`config.mk`:
```
export PLATFORM = sky130hd
export DESIGN_NAME = spi_top
export DESIGN_NICKNAME = d
export VERILOG_FILES = /design/src/spi_pkg.sv /design/src/spi_fifo.sv /design/src/spi_regs.sv /design/src/spi_engine.sv /design/src/spi_top.sv
export VERILOG_INCLUDE_DIRS = /design/src /design/src/src
export SDC_FILE = /design/constraint.sdc
export NUM_CORES = 1
export LEC_CHECK = 0
export BUFFER_PORTS_ARGS = -buffer_cell sky130_fd_sc_hd__buf_2
export CAP_MARGIN = 20
export CORE_MARGIN = 2
export CORE_UTILIZATION = 35
export DETAILED_ROUTE_END_ITERATION = 7
export GPL_TIMING_DRIVEN = 0
export PLACE_DENSITY = 0.52
export SYNTH_ARGS = -nofsm -noshare
export SYNTH_HDL_FRONTEND = slang
export SYNTH_SLANG_ARGS = --single-unit
export TNS_END_PERCENT = 5
```
`constraint.sdc`:
```
create_clock -name clk_i -period 7 [get_ports clk_i]
set_clock_uncertainty 0.1 [all_clocks]
set_input_delay 0.7 -clock clk_i [delete_from_list [all_inputs] [get_ports clk_i]]
set_output_delay 0.7 -clock clk_i [all_outputs]
set_load 0.02 [all_outputs]
```
`src/spi_macros.svh`:
```
// SPI master register map, FIFO sizing and word format constants
`ifndef SPI_MACROS_SVH
`define SPI_MACROS_SVH

// Data path
`define SPI_WORD_W      32
`define SPI_FIFO_DEPTH  8
`define SPI_CNT_W       4     // Holds 0 up to the full depth

// Words per frame, stored minus one
`define SPI_LEN_W       9

// Register offsets, low five address bits
`define SPI_ADR_CTRL    5'h00
`define SPI_ADR_STAT    5'h04
`define SPI_ADR_RDAT    5'h08
`define SPI_ADR_WDAT    5'h0C
`define SPI_ADR_CMD     5'h10

`endif

```
`src/spi_pkg.sv`:
```
// SPI master types for the Wishbone port, the registers and the engine config
`default_nettype none

`include "spi_macros.svh"

package spi_pkg;

   typedef logic [`SPI_WORD_W-1:0] word_t;

   typedef struct packed {
      logic [31:0] adr;
      word_t       dat;
      logic        we;
      logic [3:0]  sel;
      logic        stb;
      logic        cyc;
   } wb_req_t;

   typedef struct packed {
      logic  ack;
      word_t dat;
   } wb_rsp_t;

   typedef struct packed {
      logic [15:0] div;     // SCK half-period minus one, in clocks
      logic [11:0] rsvd;
      logic        cpol;
      logic        cpha;
      logic        soft_rst;
      logic        en;
   } ctrl_reg_t;

   typedef struct packed {
      logic [17:0]           rsvd_hi;
      logic                  tx_en;
      logic                  rx_en;
      logic [1:0]            rsvd_lo;
      logic                  cs_hold;
      logic [`SPI_LEN_W-1:0] len;
   } cmd_reg_t;

   // Same bus word, CTRL or CMD layout
   typedef union packed {
      ctrl_reg_t ctrl;
      cmd_reg_t  cmd;
   } spi_reg_word_u;

   typedef struct packed {
      logic [25:0] zero;
      logic        busy;
      logic        cs_active;
      logic        rx_empty;
      logic        rx_full;
      logic        tx_empty;
      logic        tx_full;
   } stat_reg_t;

   typedef struct packed {
      logic [15:0]           div;
      logic                  cpol;
      logic                  cpha;
      logic                  cs_hold;
      logic                  tx_en;
      logic                  rx_en;
      logic [`SPI_LEN_W-1:0] len;
   } spi_cfg_t;

endpackage

`default_nettype wire

```
`src/spi_fifo.sv`:
```
// SPI word FIFO, circular buffer with occupancy count and head word on the output
`timescale 1ns/1ps
`default_nettype none

`include "spi_macros.svh"

module spi_fifo (
   input  wire                 clk_i,
   input  wire                 reset_i,
   input  wire                 push_i,
   input  wire                 pop_i,
   input  wire spi_pkg::word_t wdata_i,
   output spi_pkg::word_t      rdata_o,
   output logic                full_o,
   output logic                empty_o
);

   import spi_pkg::*;

   localparam int PTR_W = $clog2(`SPI_FIFO_DEPTH);
   localparam logic [PTR_W-1:0] LAST = PTR_W'(`SPI_FIFO_DEPTH - 1);

   word_t                 mem [`SPI_FIFO_DEPTH];
   logic [PTR_W-1:0]      wr_ptr;
   logic [PTR_W-1:0]      rd_ptr;
   logic [`SPI_CNT_W-1:0] count;
   logic                  do_push;
   logic                  do_pop;

   assign full_o  = (count == `SPI_CNT_W'(`SPI_FIFO_DEPTH));
   assign empty_o = (count == '0);
   assign do_push = push_i && !full_o;   // Overflow ignored
   assign do_pop  = pop_i && !empty_o;
   assign rdata_o = mem[rd_ptr];

   always_ff @(posedge clk_i) begin
      if (do_push) begin
         mem[wr_ptr] <= wdata_i;
      end
   end

   always_ff @(posedge clk_i) begin
      if (reset_i) begin
         wr_ptr <= '0;
         rd_ptr <= '0;
         count  <= '0;
      end else begin
         if (do_push) begin
            wr_ptr <= (wr_ptr == LAST) ? '0 : wr_ptr + 1'b1;
         end
         if (do_pop) begin
            rd_ptr <= (rd_ptr == LAST) ? '0 : rd_ptr + 1'b1;
         end
         case ({do_push, do_pop})
            2'b10:   count <= count + 1'b1;
            2'b01:   count <= count - 1'b1;
            default: count <= count;   // Both or neither
         endcase
      end
   end

endmodule

`default_nettype wire

```
`src/spi_regs.sv`:
```
// SPI master Wishbone register block, holds CTRL and CMD and starts transfers
`timescale 1ns/1ps
`default_nettype none

`include "spi_macros.svh"

module spi_regs (
   input  wire                   clk_i,
   input  wire                   reset_i,
   input  wire spi_pkg::wb_req_t wb_req_i,
   output spi_pkg::wb_rsp_t      wb_rsp_o,
   input  wire                   tx_full_i,
   input  wire                   tx_empty_i,
   input  wire                   rx_full_i,
   input  wire                   rx_empty_i,
   input  wire spi_pkg::word_t   rx_data_i,
   input  wire                   busy_i,
   input  wire                   cs_active_i,
   input  wire                   done_i,
   output logic                  tx_push_o,
   output logic                  rx_pop_o,
   output spi_pkg::word_t        tx_data_o,
   output spi_pkg::spi_cfg_t     cfg_o,
   output logic                  start_o,
   output logic                  soft_rst_o
);

   import spi_pkg::*;

   ctrl_reg_t     ctrl_q;
   ctrl_reg_t     ctrl_wr;
   cmd_reg_t      cmd_q;
   cmd_reg_t      cmd_wr;
   stat_reg_t     stat;
   spi_reg_word_u wr_word;
   word_t         rd_data;
   word_t         rdat_q;
   logic          ack_q;
   logic          access;
   logic          wr_en;
   logic          rd_en;
   logic [4:0]    adr;

   // Blocked during ack so each request acts once
   assign access = wb_req_i.stb && wb_req_i.cyc && !ack_q;
   assign wr_en  = access && wb_req_i.we;
   assign rd_en  = access && !wb_req_i.we;
   assign adr    = wb_req_i.adr[4:0];

   assign tx_push_o = wr_en && (adr == `SPI_ADR_WDAT) && !tx_full_i;
   assign tx_data_o = wb_req_i.dat;
   assign rx_pop_o  = rd_en && (adr == `SPI_ADR_RDAT) && !rx_empty_i;

   assign wr_word = wb_req_i.dat;

   // Reserved bits read back as zero
   always_comb begin
      ctrl_wr         = wr_word.ctrl;
      ctrl_wr.rsvd    = '0;
      cmd_wr          = wr_word.cmd;
      cmd_wr.rsvd_hi  = '0;
      cmd_wr.rsvd_lo  = '0;
   end

   assign stat = '{
      zero:      '0,
      busy:      busy_i,
      cs_active: cs_active_i,
      rx_empty:  rx_empty_i,
      rx_full:   rx_full_i,
      tx_empty:  tx_empty_i,
      tx_full:   tx_full_i
   };

   always_comb begin
      rd_data = '0;
      case (adr)
         `SPI_ADR_CTRL: rd_data = ctrl_q;
         `SPI_ADR_STAT: rd_data = stat;
         `SPI_ADR_RDAT: rd_data = rx_empty_i ? '0 : rx_data_i;   // Head word
         `SPI_ADR_CMD:  rd_data = cmd_q;
         default:       rd_data = '0;   // WDAT is write only
      endcase
   end

   always_ff @(posedge clk_i) begin
      if (reset_i) begin
         ack_q <= 1'b0;
      end else begin
         ack_q <= access;
      end
   end

   always_ff @(posedge clk_i) begin
      if (rd_en) begin
         rdat_q <= rd_data;
      end
   end

   always_ff @(posedge clk_i) begin
      if (reset_i) begin
         ctrl_q <= '0;
         cmd_q  <= '0;
      end else begin
         if (ctrl_q.soft_rst) begin
            ctrl_q.soft_rst <= 1'b0;   // Self clearing
            cmd_q.tx_en     <= 1'b0;   // Drop the aborted command
            cmd_q.rx_en     <= 1'b0;
         end
         if (done_i) begin
            ctrl_q.en   <= 1'b0;
            cmd_q.tx_en <= 1'b0;
            cmd_q.rx_en <= 1'b0;
         end
         if (wr_en && (adr == `SPI_ADR_CTRL)) begin
            ctrl_q <= ctrl_wr;
         end
         if (wr_en && (adr == `SPI_ADR_CMD)) begin
            cmd_q <= cmd_wr;
         end
      end
   end

   assign cfg_o = '{
      div:     ctrl_q.div,
      cpol:    ctrl_q.cpol,
      cpha:    ctrl_q.cpha,
      cs_hold: cmd_q.cs_hold,
      tx_en:   cmd_q.tx_en,
      rx_en:   cmd_q.rx_en,
      len:     cmd_q.len
   };

   // Engine turns busy on the same edge, so this is one cycle wide
   assign start_o    = ctrl_q.en && (cmd_q.tx_en || cmd_q.rx_en) && !busy_i;
   assign soft_rst_o = ctrl_q.soft_rst;
   assign wb_rsp_o   = '{ack: ack_q, dat: rdat_q};

endmodule

`default_nettype wire

```
`src/spi_engine.sv`:
```
// SPI shift engine with SCK divider, word sequencing and chip-select timing
`timescale 1ns/1ps
`default_nettype none

`include "spi_macros.svh"

module spi_engine (
   input  wire                    clk_i,
   input  wire                    reset_i,
   input  wire                    soft_rst_i,
   input  wire spi_pkg::spi_cfg_t cfg_i,
   input  wire                    start_i,
   input  wire spi_pkg::word_t    tx_data_i,
   input  wire                    tx_empty_i,
   input  wire                    rx_full_i,
   output logic                   tx_pop_o,
   output logic                   rx_push_o,
   output spi_pkg::word_t         rx_data_o,
   output logic                   busy_o,
   output logic                   cs_active_o,
   output logic                   done_o,
   input  wire                    spi_miso_i,
   output logic                   spi_mosi_o,
   output logic                   spi_sck_o,
   output logic                   spi_cs_o
);

   import spi_pkg::*;

   localparam logic [2:0] S_IDLE  = 3'd0;
   localparam logic [2:0] S_LEAD  = 3'd1;
   localparam logic [2:0] S_SHIFT = 3'd2;
   localparam logic [2:0] S_WAIT  = 3'd3;
   localparam logic [2:0] S_TRAIL = 3'd4;
   localparam int EDGES  = 2 * `SPI_WORD_W;   // Two SCK edges per bit
   localparam int EDGE_W = $clog2(EDGES);
   localparam int MSB    = `SPI_WORD_W - 1;

   logic [2:0]            state;
   spi_cfg_t              cfg_q;
   logic [15:0]           div_cnt;
   logic [EDGE_W-1:0]     edge_cnt;
   logic [`SPI_LEN_W-1:0] word_cnt;   // Words left after the current one
   logic                  first_q;
   word_t                 tx_sr;
   word_t                 rx_sr;
   word_t                 tx_word;
   logic                  sck_q;
   logic                  cs_n_q;
   logic                  mosi_q;
   logic                  tick;
   logic                  edge_now;
   logic                  sample_now;
   logic                  last_edge;
   logic                  bnd;
   logic                  bnd_ok;
   logic                  need_push;
   logic                  need_load;
   logic                  first_c;
   logic                  tx_en_c;
   logic                  cpha_c;

   always_comb begin
      tick       = (div_cnt == '0);
      edge_now   = tick && ((state == S_LEAD) || (state == S_SHIFT));
      // Even edges are leading; cpha 0 samples there
      sample_now = edge_now && (edge_cnt[0] == cfg_q.cpha);
      last_edge  = edge_now && (state == S_SHIFT) && (edge_cnt == EDGE_W'(EDGES - 1));
      // In idle the config is not latched yet
      first_c    = (state == S_IDLE) || first_q;
      tx_en_c    = (state == S_IDLE) ? cfg_i.tx_en : cfg_q.tx_en;
      cpha_c     = (state == S_IDLE) ? cfg_i.cpha : cfg_q.cpha;
      // Word boundary, finish one word and/or begin the next
      bnd        = ((state == S_IDLE) && start_i) || last_edge || (state == S_WAIT);
      need_push  = !first_c && cfg_q.rx_en;
      need_load  = first_c || (word_cnt != '0);
      bnd_ok     = !(need_push && rx_full_i) && !(need_load && tx_en_c && tx_empty_i);
      tx_word    = tx_en_c ? tx_data_i : '0;
   end

   assign tx_pop_o  = bnd && bnd_ok && need_load && tx_en_c;
   assign rx_push_o = bnd && bnd_ok && need_push;
   // Includes the bit sampled on the final edge
   assign rx_data_o = sample_now ? {rx_sr[MSB-1:0], spi_miso_i} : rx_sr;

   assign busy_o      = (state != S_IDLE);
   assign cs_active_o = !cs_n_q;
   assign done_o      = (state == S_TRAIL) && tick;
   assign spi_cs_o    = cs_n_q;
   assign spi_sck_o   = sck_q;
   assign spi_mosi_o  = mosi_q;

   always_ff @(posedge clk_i) begin
      if ((state == S_IDLE) && start_i) begin
         cfg_q <= cfg_i;
      end
      if (sample_now) begin
         rx_sr <= rx_data_o;
      end
      if (bnd && bnd_ok && need_load) begin
         tx_sr <= cpha_c ? tx_word : {tx_word[MSB-1:0], 1'b0};
      end else if (edge_now && !sample_now) begin
         tx_sr <= {tx_sr[MSB-1:0], 1'b0};
      end
   end

   always_ff @(posedge clk_i) begin
      if (reset_i || soft_rst_i) begin
         state    <= S_IDLE;
         div_cnt  <= '0;
         edge_cnt <= '0;
         word_cnt <= '0;
         first_q  <= 1'b0;
         sck_q    <= 1'b0;
         cs_n_q   <= 1'b1;
         mosi_q   <= 1'b0;
      end else begin
         if ((state != S_IDLE) && (state != S_WAIT)) begin
            div_cnt <= tick ? cfg_q.div : div_cnt - 1'b1;
         end
         if (edge_now) begin
            sck_q    <= !sck_q;
            edge_cnt <= edge_cnt + 1'b1;   // Wraps after the last edge
            if (!sample_now) begin
               mosi_q <= tx_sr[MSB];
            end
         end
         case (state)
            S_IDLE: begin
               sck_q <= cfg_i.cpol;
               if (start_i) begin
                  cs_n_q   <= 1'b0;
                  word_cnt <= cfg_i.len;
                  first_q  <= 1'b1;
               end
            end
            S_LEAD:  if (tick) state <= S_SHIFT;
            S_SHIFT: if (last_edge && !bnd_ok) state <= S_WAIT;   // Stall, SCK idle
            S_TRAIL: begin
               if (tick) begin
                  cs_n_q <= !cfg_q.cs_hold;
                  state  <= S_IDLE;
               end
            end
            default: ;
         endcase
         if (bnd && bnd_ok) begin
            first_q  <= 1'b0;
            edge_cnt <= '0;
            div_cnt  <= (state == S_IDLE) ? cfg_i.div : cfg_q.div;
            if (need_load) begin
               if (!first_c) begin
                  word_cnt <= word_cnt - 1'b1;
               end
               if (!cpha_c) begin
                  mosi_q <= tx_word[MSB];   // Set up before the first edge
               end
               state <= S_LEAD;
            end else begin
               state <= S_TRAIL;
            end
         end else if (bnd && (state == S_IDLE)) begin
            state <= S_WAIT;
         end
      end
   end

endmodule

`default_nettype wire

```
`src/spi_top.sv`:
```
// SPI master top level joining the register block, both FIFOs and the engine
`timescale 1ns/1ps
`default_nettype none

module spi_top (
   input  wire                   clk_i,
   input  wire                   reset_i,
   input  wire spi_pkg::wb_req_t wb_req_i,
   output spi_pkg::wb_rsp_t      wb_rsp_o,
   input  wire                   spi_miso_i,
   output logic                  spi_mosi_o,
   output logic                  spi_sck_o,
   output logic                  spi_cs_o
);

   import spi_pkg::*;

   spi_cfg_t cfg;
   word_t    tx_wdata;
   word_t    tx_rdata;
   word_t    rx_wdata;
   word_t    rx_rdata;
   logic     tx_push;
   logic     tx_pop;
   logic     tx_full;
   logic     tx_empty;
   logic     rx_push;
   logic     rx_pop;
   logic     rx_full;
   logic     rx_empty;
   logic     start;
   logic     done;
   logic     busy;
   logic     cs_active;
   logic     soft_rst;
   logic     fifo_rst;

   assign fifo_rst = reset_i || soft_rst;   // Soft reset flushes both FIFOs

   spi_regs u_regs (
      .clk_i       (clk_i),
      .reset_i     (reset_i),
      .wb_req_i    (wb_req_i),
      .wb_rsp_o    (wb_rsp_o),
      .tx_full_i   (tx_full),
      .tx_empty_i  (tx_empty),
      .rx_full_i   (rx_full),
      .rx_empty_i  (rx_empty),
      .rx_data_i   (rx_rdata),
      .busy_i      (busy),
      .cs_active_i (cs_active),
      .done_i      (done),
      .tx_push_o   (tx_push),
      .rx_pop_o    (rx_pop),
      .tx_data_o   (tx_wdata),
      .cfg_o       (cfg),
      .start_o     (start),
      .soft_rst_o  (soft_rst)
   );

   spi_fifo u_tx_fifo (
      .clk_i   (clk_i),
      .reset_i (fifo_rst),
      .push_i  (tx_push),
      .pop_i   (tx_pop),
      .wdata_i (tx_wdata),
      .rdata_o (tx_rdata),
      .full_o  (tx_full),
      .empty_o (tx_empty)
   );

   spi_fifo u_rx_fifo (
      .clk_i   (clk_i),
      .reset_i (fifo_rst),
      .push_i  (rx_push),
      .pop_i   (rx_pop),
      .wdata_i (rx_wdata),
      .rdata_o (rx_rdata),
      .full_o  (rx_full),
      .empty_o (rx_empty)
   );

   spi_engine u_engine (
      .clk_i       (clk_i),
      .reset_i     (reset_i),
      .soft_rst_i  (soft_rst),
      .cfg_i       (cfg),
      .start_i     (start),
      .tx_data_i   (tx_rdata),
      .tx_empty_i  (tx_empty),
      .rx_full_i   (rx_full),
      .tx_pop_o    (tx_pop),
      .rx_push_o   (rx_push),
      .rx_data_o   (rx_wdata),
      .busy_o      (busy),
      .cs_active_o (cs_active),
      .done_o      (done),
      .spi_miso_i  (spi_miso_i),
      .spi_mosi_o  (spi_mosi_o),
      .spi_sck_o   (spi_sck_o),
      .spi_cs_o    (spi_cs_o)
   );

endmodule

`default_nettype wire

```
-- Word-level counts from Yosys, hierarchy flattened
Memories as Yosys holds them, arrays and structs flattened. A register that Yosys moved wholly into a read port is not among the register bits.
Cells that the tools add are included.
- register bits: 207
- bits in writable memories: 512
- input bits: 74
- output and inout bits: 36
- word-level logic and storage cells: 204
- memories kept: 2
- add/sub/neg operators: 11
- equal/unequal tests: 26
- mux-type cells: 54
- bitwise operators: 1
- reduce and logical (&&, ||, !) cells: 78
- memories (name ; depth ; width ; rd ports ; clocked after Yosys merged registers in ; wr ports ; RTL line ; RTL):
    u_rx_fifo.mem ; 8 ; 32 ; 1 ; 1 ; 1 ; spi_fifo.sv:23 ; word_t mem [`SPI_FIFO_DEPTH];
    u_tx_fifo.mem ; 8 ; 32 ; 1 ; 1 ; 1 ; spi_fifo.sv:23 ;
- operator list (operator ; count):
    two-way mux 32 bit ; 6
    case mux 32 bit (4 select lines) ; 1
    two-way mux 16 bit ; 4
    two-way mux 9 bit ; 5
    two-way mux 3 bit ; 14
    logical AND 1 bit ; 35
    two-way mux 1 bit ; 17
    logical NOT 16 bit ; 1
    case mux 4 bit (2 select lines) ; 2
    subtractor 16 x 1 -> 16 bit (second input constant) ; 1
    == test 3 bit (second input constant) ; 5
    logical NOT 1 bit ; 15
    two-way mux 14 bit ; 1
    nonzero test 2 bit ; 7
    adder 3 x 1 -> 3 bit (second input constant) ; 4
    == test 5 x 4 -> 1 bit (second input constant) ; 2
    case mux 3 bit (3 select lines) ; 1
    nonzero test 9 bit ; 1
    subtractor 9 x 1 -> 9 bit (second input constant) ; 1
    adder 4 x 1 -> 4 bit (second input constant) ; 2
    == test 4 bit (second input constant) ; 2
    logical NOT 4 bit ; 2
    subtractor 4 x 1 -> 4 bit (second input constant) ; 2
    logical OR 1 bit ; 7
    other kinds (25) ; 32

-- Logic depth before layout (Yosys ltp)
- depth in word-level cells: 13
- gate-level depth with buffers: 14

-- Cells and area by module
A second synthesis with hierarchy kept.
- cell total of the unflattened synthesis: 1793
- area, all modules: 30603.1 um^2
- modules (own cells, without submodules) (module ; instances ; cells each ; area each (um^2)):
    spi_fifo (u_tx_fifo) ; 1 ; 449 ; 10451.3
    spi_fifo (u_rx_fifo) ; 1 ; 450 ; 10430.0
    spi_engine ; 1 ; 595 ; 6412.4
    spi_regs ; 1 ; 298 ; 3303.2
    spi_top ; 1 ; 1 ; 6.3

-- Worst setup path after synthesis
No wires, ideal clock.
- kind: register to register
- from: register u_engine.div_cnt[11]
- to: memory u_rx_fifo.mem[2][0] in the netlist's numbering (enable)
- setup time: 0.513 ns
- data arrival time: 5.632 ns
- setup slack: 0.755 ns
- cell stages (with the launch flop): 7
- cells stage by stage: dfxtp_1 -> or4_1 -> or4_1 -> or3_4 -> a21boi_2 -> nand2_1 -> nor4b_1
- word-level cells in the longest chain between the ends: 11
- ends and longest elaborated chain (item ; RTL line ; RTL):
    start: declaration ; spi_engine.sv:41 ; logic [15:0] div_cnt;
    start signal: assignment ; spi_engine.sv:119 ; div_cnt <= tick ? cfg_q.div : div_cnt - 1'b1;
    start signal: assignment ; spi_engine.sv:150 ; div_cnt <= (state == S_IDLE) ? cfg_i.div : cfg_q.div;
    logical NOT 16 bit ; spi_engine.sv:64 ; tick = (div_cnt == '0);
    logical AND 1 bit ; spi_engine.sv:65 ; edge_now = tick && ((state == S_LEAD) || (state == S_SHIFT));
    logical AND 1 bit (2 in series) ; spi_engine.sv:68 ; last_edge = edge_now && (state == S_SHIFT) && (edge_cnt == EDGE_W'(EDGES - 1));
    logical OR 1 bit (2 in series) ; spi_engine.sv:74 ; bnd = ((state == S_IDLE) && start_i) || last_edge || (state == S_WAIT);
    logical AND 1 bit (2 in series) ; spi_engine.sv:82 ; assign rx_push_o = bnd && bnd_ok && need_push;
    logical AND 1 bit ; spi_fifo.sv:32 ; assign do_push = push_i && !full_o;
    two-way mux 1 bit ; spi_fifo.sv:37 ; if (do_push) begin
    two-way mux 1 bit (implied by the code) ; spi_fifo.sv:38 ; mem[wr_ptr] <= wdata_i;
    end: declaration ; spi_fifo.sv:23 ;
Every way passes these cells.

-- Worst setup path after layout
- from: register u_engine.div_cnt[11]
- to: memory u_rx_fifo.mem[4][21] in the netlist's numbering (enable)
Same word-level chain as after synthesis.

==> metrics <==
Cells after Synth roughly 1800; Yosys cell types 62; post-synthesis sequential area ratio 0.708; vias in the first global route about 17000; Hold Vio Cnt, Final 0; Startpoint Class register; fraction of layout cells with a size suffix above 1 0.215; slowest CP cell nor4b_2; initial antenna violation count 3; Top delay family on crit path simple AND/OR/NAND/NOR gates; setup bufs post-CTS 0; dpl hpwl between 40 and 50 mm; CP Max Fanout 7; leakage power 10.8 nW; Die Wd 294 um; clk buf depth 3; final setup fails 0; sum of buffers and inverters on the critical path 2; Yosys reg bits between 700 and 800; simple-gate share of the synthesized area 0.0723; Port Buffers 75; hold_buf cts 0; status complete, no violations; DR vias/cell 5.22; Rows ~110; Period minus WS final 4310 ps; Synth Area in Compound Gates 0.0518; pin count of the biggest net entering global routing 33; later-pin clock latency in the skew report 620 ps; crit-path cells or4_1 -> or4_1 -> or3_4 -> a21boi_2 -> nand2_1 -> nor4b_2 -> buf_4 -> buf_4; H-tree depth 3; clock-pin slew on the worst setup and hold paths 60 ps; Yosys warnings 0; wire per inst 22.1 um; first-pass GRT wire length between 100 and 150 mm; Critical Path AT 4520 ps; final core utilization 0.415; CP endpoint kind register; full die area 0.0862 mm^2; Post-Synth Adder-Cell Area 0.00810; 1st-pass router iterations 5; ANT nets after route 0; pins over their slew limit 0; Peak Freq 0.232 GHz; DRT Wirelength 70.6 mm; Fin Hold WS between 200 and 300 ps; max cap viols 0; async set-reset flop share out of synthesis 0; placed cells 3041; CTS Root Buffer Type clkbuf_16; WS Path Type register to register; CP max stage delay 880 ps; Finished Layout Cells 3190; unrepaired setup endpoints after global routing no; worst min-delay path class input port to register; Nets 2139; largest family of logic cells by synthesized area multiplexers; Post-Synth XOR/XNOR Area 0.00507; Slew HR 0.323; starting density of the core 0.352; CP Data Required Time 7210 ps; Total GRT Usage 0.165; clock sink count roughly 730; P&R area growth vs syn 17.9%; Worst VDD drop 0.000183 V; remaining global-route overflow 0; core area between 0.08 and 0.09 mm^2; post-route clock period utilization 0.615; PD cells between 300 and 400 mW/mm^2; multiplexer share of the synthesized area 0.137; worst slew pin tran 1010 ps; ys flop type edfxtp_1; Post-Syn Area 0.0294 mm^2; Die Y ~290 um; vias 16641; CTS tree yes; gpl congestion between 0.8 and 0.9; Post-synth EDFFs 628; DR iter-0 viols 1414; post-CTS sizing 0; CTS buffer count 78; Ports 110; Syn Nets between 1500 and 2000; drt drc 0; Post-Syn Area per Cell around 16 um^2
metal layers:
layer,vias to the layer above,global-route usage,part of all wire
li1,7615,-,-
met1,8561,0.216,0.43
met2,350,0.285,0.50
met3,115,0.0224,0.040
met4,0,0.0468,0.023
met5,-,0,0
sequential cells by signal (all words and copies together) (netlist names), 3 cells and up, named ones only:
name	flops
u_rx_fifo.mem	256
u_tx_fifo.mem	256
u_engine.rx_sr	32
u_engine.tx_sr	32
u_regs.rdat_q	32
u_regs.cfg_o	30
u_engine.cfg_q	20
u_engine.div_cnt	16
u_engine.word_cnt	9
u_engine.edge_cnt	6
u_rx_fifo.count	4
u_tx_fifo.count	4
u_engine.state	3
u_rx_fifo.rd_ptr	3
u_rx_fifo.wr_ptr	3
u_tx_fifo.rd_ptr	3
u_tx_fifo.wr_ptr	3
cells by family after synthesis:
logic type / after synthesis
AND/OR/NAND/NOR: 457
adder cells (fa/ha/maj): 19
flip-flops: 725
buffers and inverters: 124
XOR/XNOR: 17
AO/OA/AOI/OAI: 255
multiplexers: 238
cell usage in the layout, fill, tap and decap left out, types with 12 or more instances in the layout:
cell type | netlist | routed
a21oi_1 | 125 | 125
a311oi_1 | 17 | 17
clkbuf_16 | 0 | 84
nor3_1 | 55 | 50
edfxtp_1 | 628 | 628
or3_1 | 12 | 12
nand2_1 | 155 | 155
o21ai_0 | 51 | 51
buf_4 | 4 | 20
mux2i_1 | 78 | 78
dfxtp_1 | 97 | 97
mux2_2 | 32 | 32
buf_6 | 2 | 22
ha_1 | 19 | 19
clkinv_1 | 0 | 12
buf_1 | 21 | 21
inv_1 | 16 | 16
mux4_2 | 128 | 128
clkbuf_1 | 72 | 88
buf_2 | 8 | 83
nor2_1 | 132 | 123
nand3_1 | 27 | 27
worst paths after layout:
kind / depth (start not counted) / slack, ps / start / end
hold / removal: 1 / 270 / wb_req_i[17] / u_tx_fifo.mem[3][10]
setup reg to reg: 8 / 2690 / u_engine.div_cnt[11] / u_rx_fifo.mem[4][21]
setup / recovery: 8 / 2690 / u_engine.div_cnt[11] / u_rx_fifo.mem[4][21]
hold reg to reg: 1 / 360 / u_engine.cfg_q[11] / u_engine.spi_cs_o
Yosys cell counts, types with 12 or more instances:
master	n	area, um^2
clkbuf_1	72	270
nand3_1	27	135
nand2_1	155	582
a21oi_1	125	626
mux4_2	128	2880
ha_1	19	238
o21ai_0	51	255
mux2_2	32	360
mux2i_1	78	781
buf_1	21	78.8
or3_1	12	75.1
nor3_1	55	275
a311oi_1	17	149
inv_1	16	60.1
nor2_1	132	495
edfxtp_1	628	18900
dfxtp_1	97	1940
metrics by stage:
step	instance area, um^2	setup TNS, ps	total power [mW]	setup WS (ps)
floorplan	29400	0	5.88	755
global placement	31100	-491230	6.23	-3610
detailed placement	31900	0	6.28	2460
CTS	34500	0	10.5	2650
global route	34600	0	10.8	2490
finish	34600	0	10.4	2690
final cells by class:
cell class | count | area [um^2]
diodes | 1 | 2.50
multi-input cells | 986 | 8180
flip-flops and latches | 725 | 20800
fillers | 7544 | 48700
clock buffers | 103 | 2190
repair buffers | 131 | 1110
well taps | 1080 | 1350
plain buffers | 107 | 443
inverters | 17 | 63.8
clock inverters | 40 | 457
power by group:
part	internal [mW]	switching [mW]	total [mW]
sequential	4.87	0.0810	4.95
clock	2.58	1.66	4.24
combinational	0.399	0.850	1.25
Power figures use the tool's default switching activity.
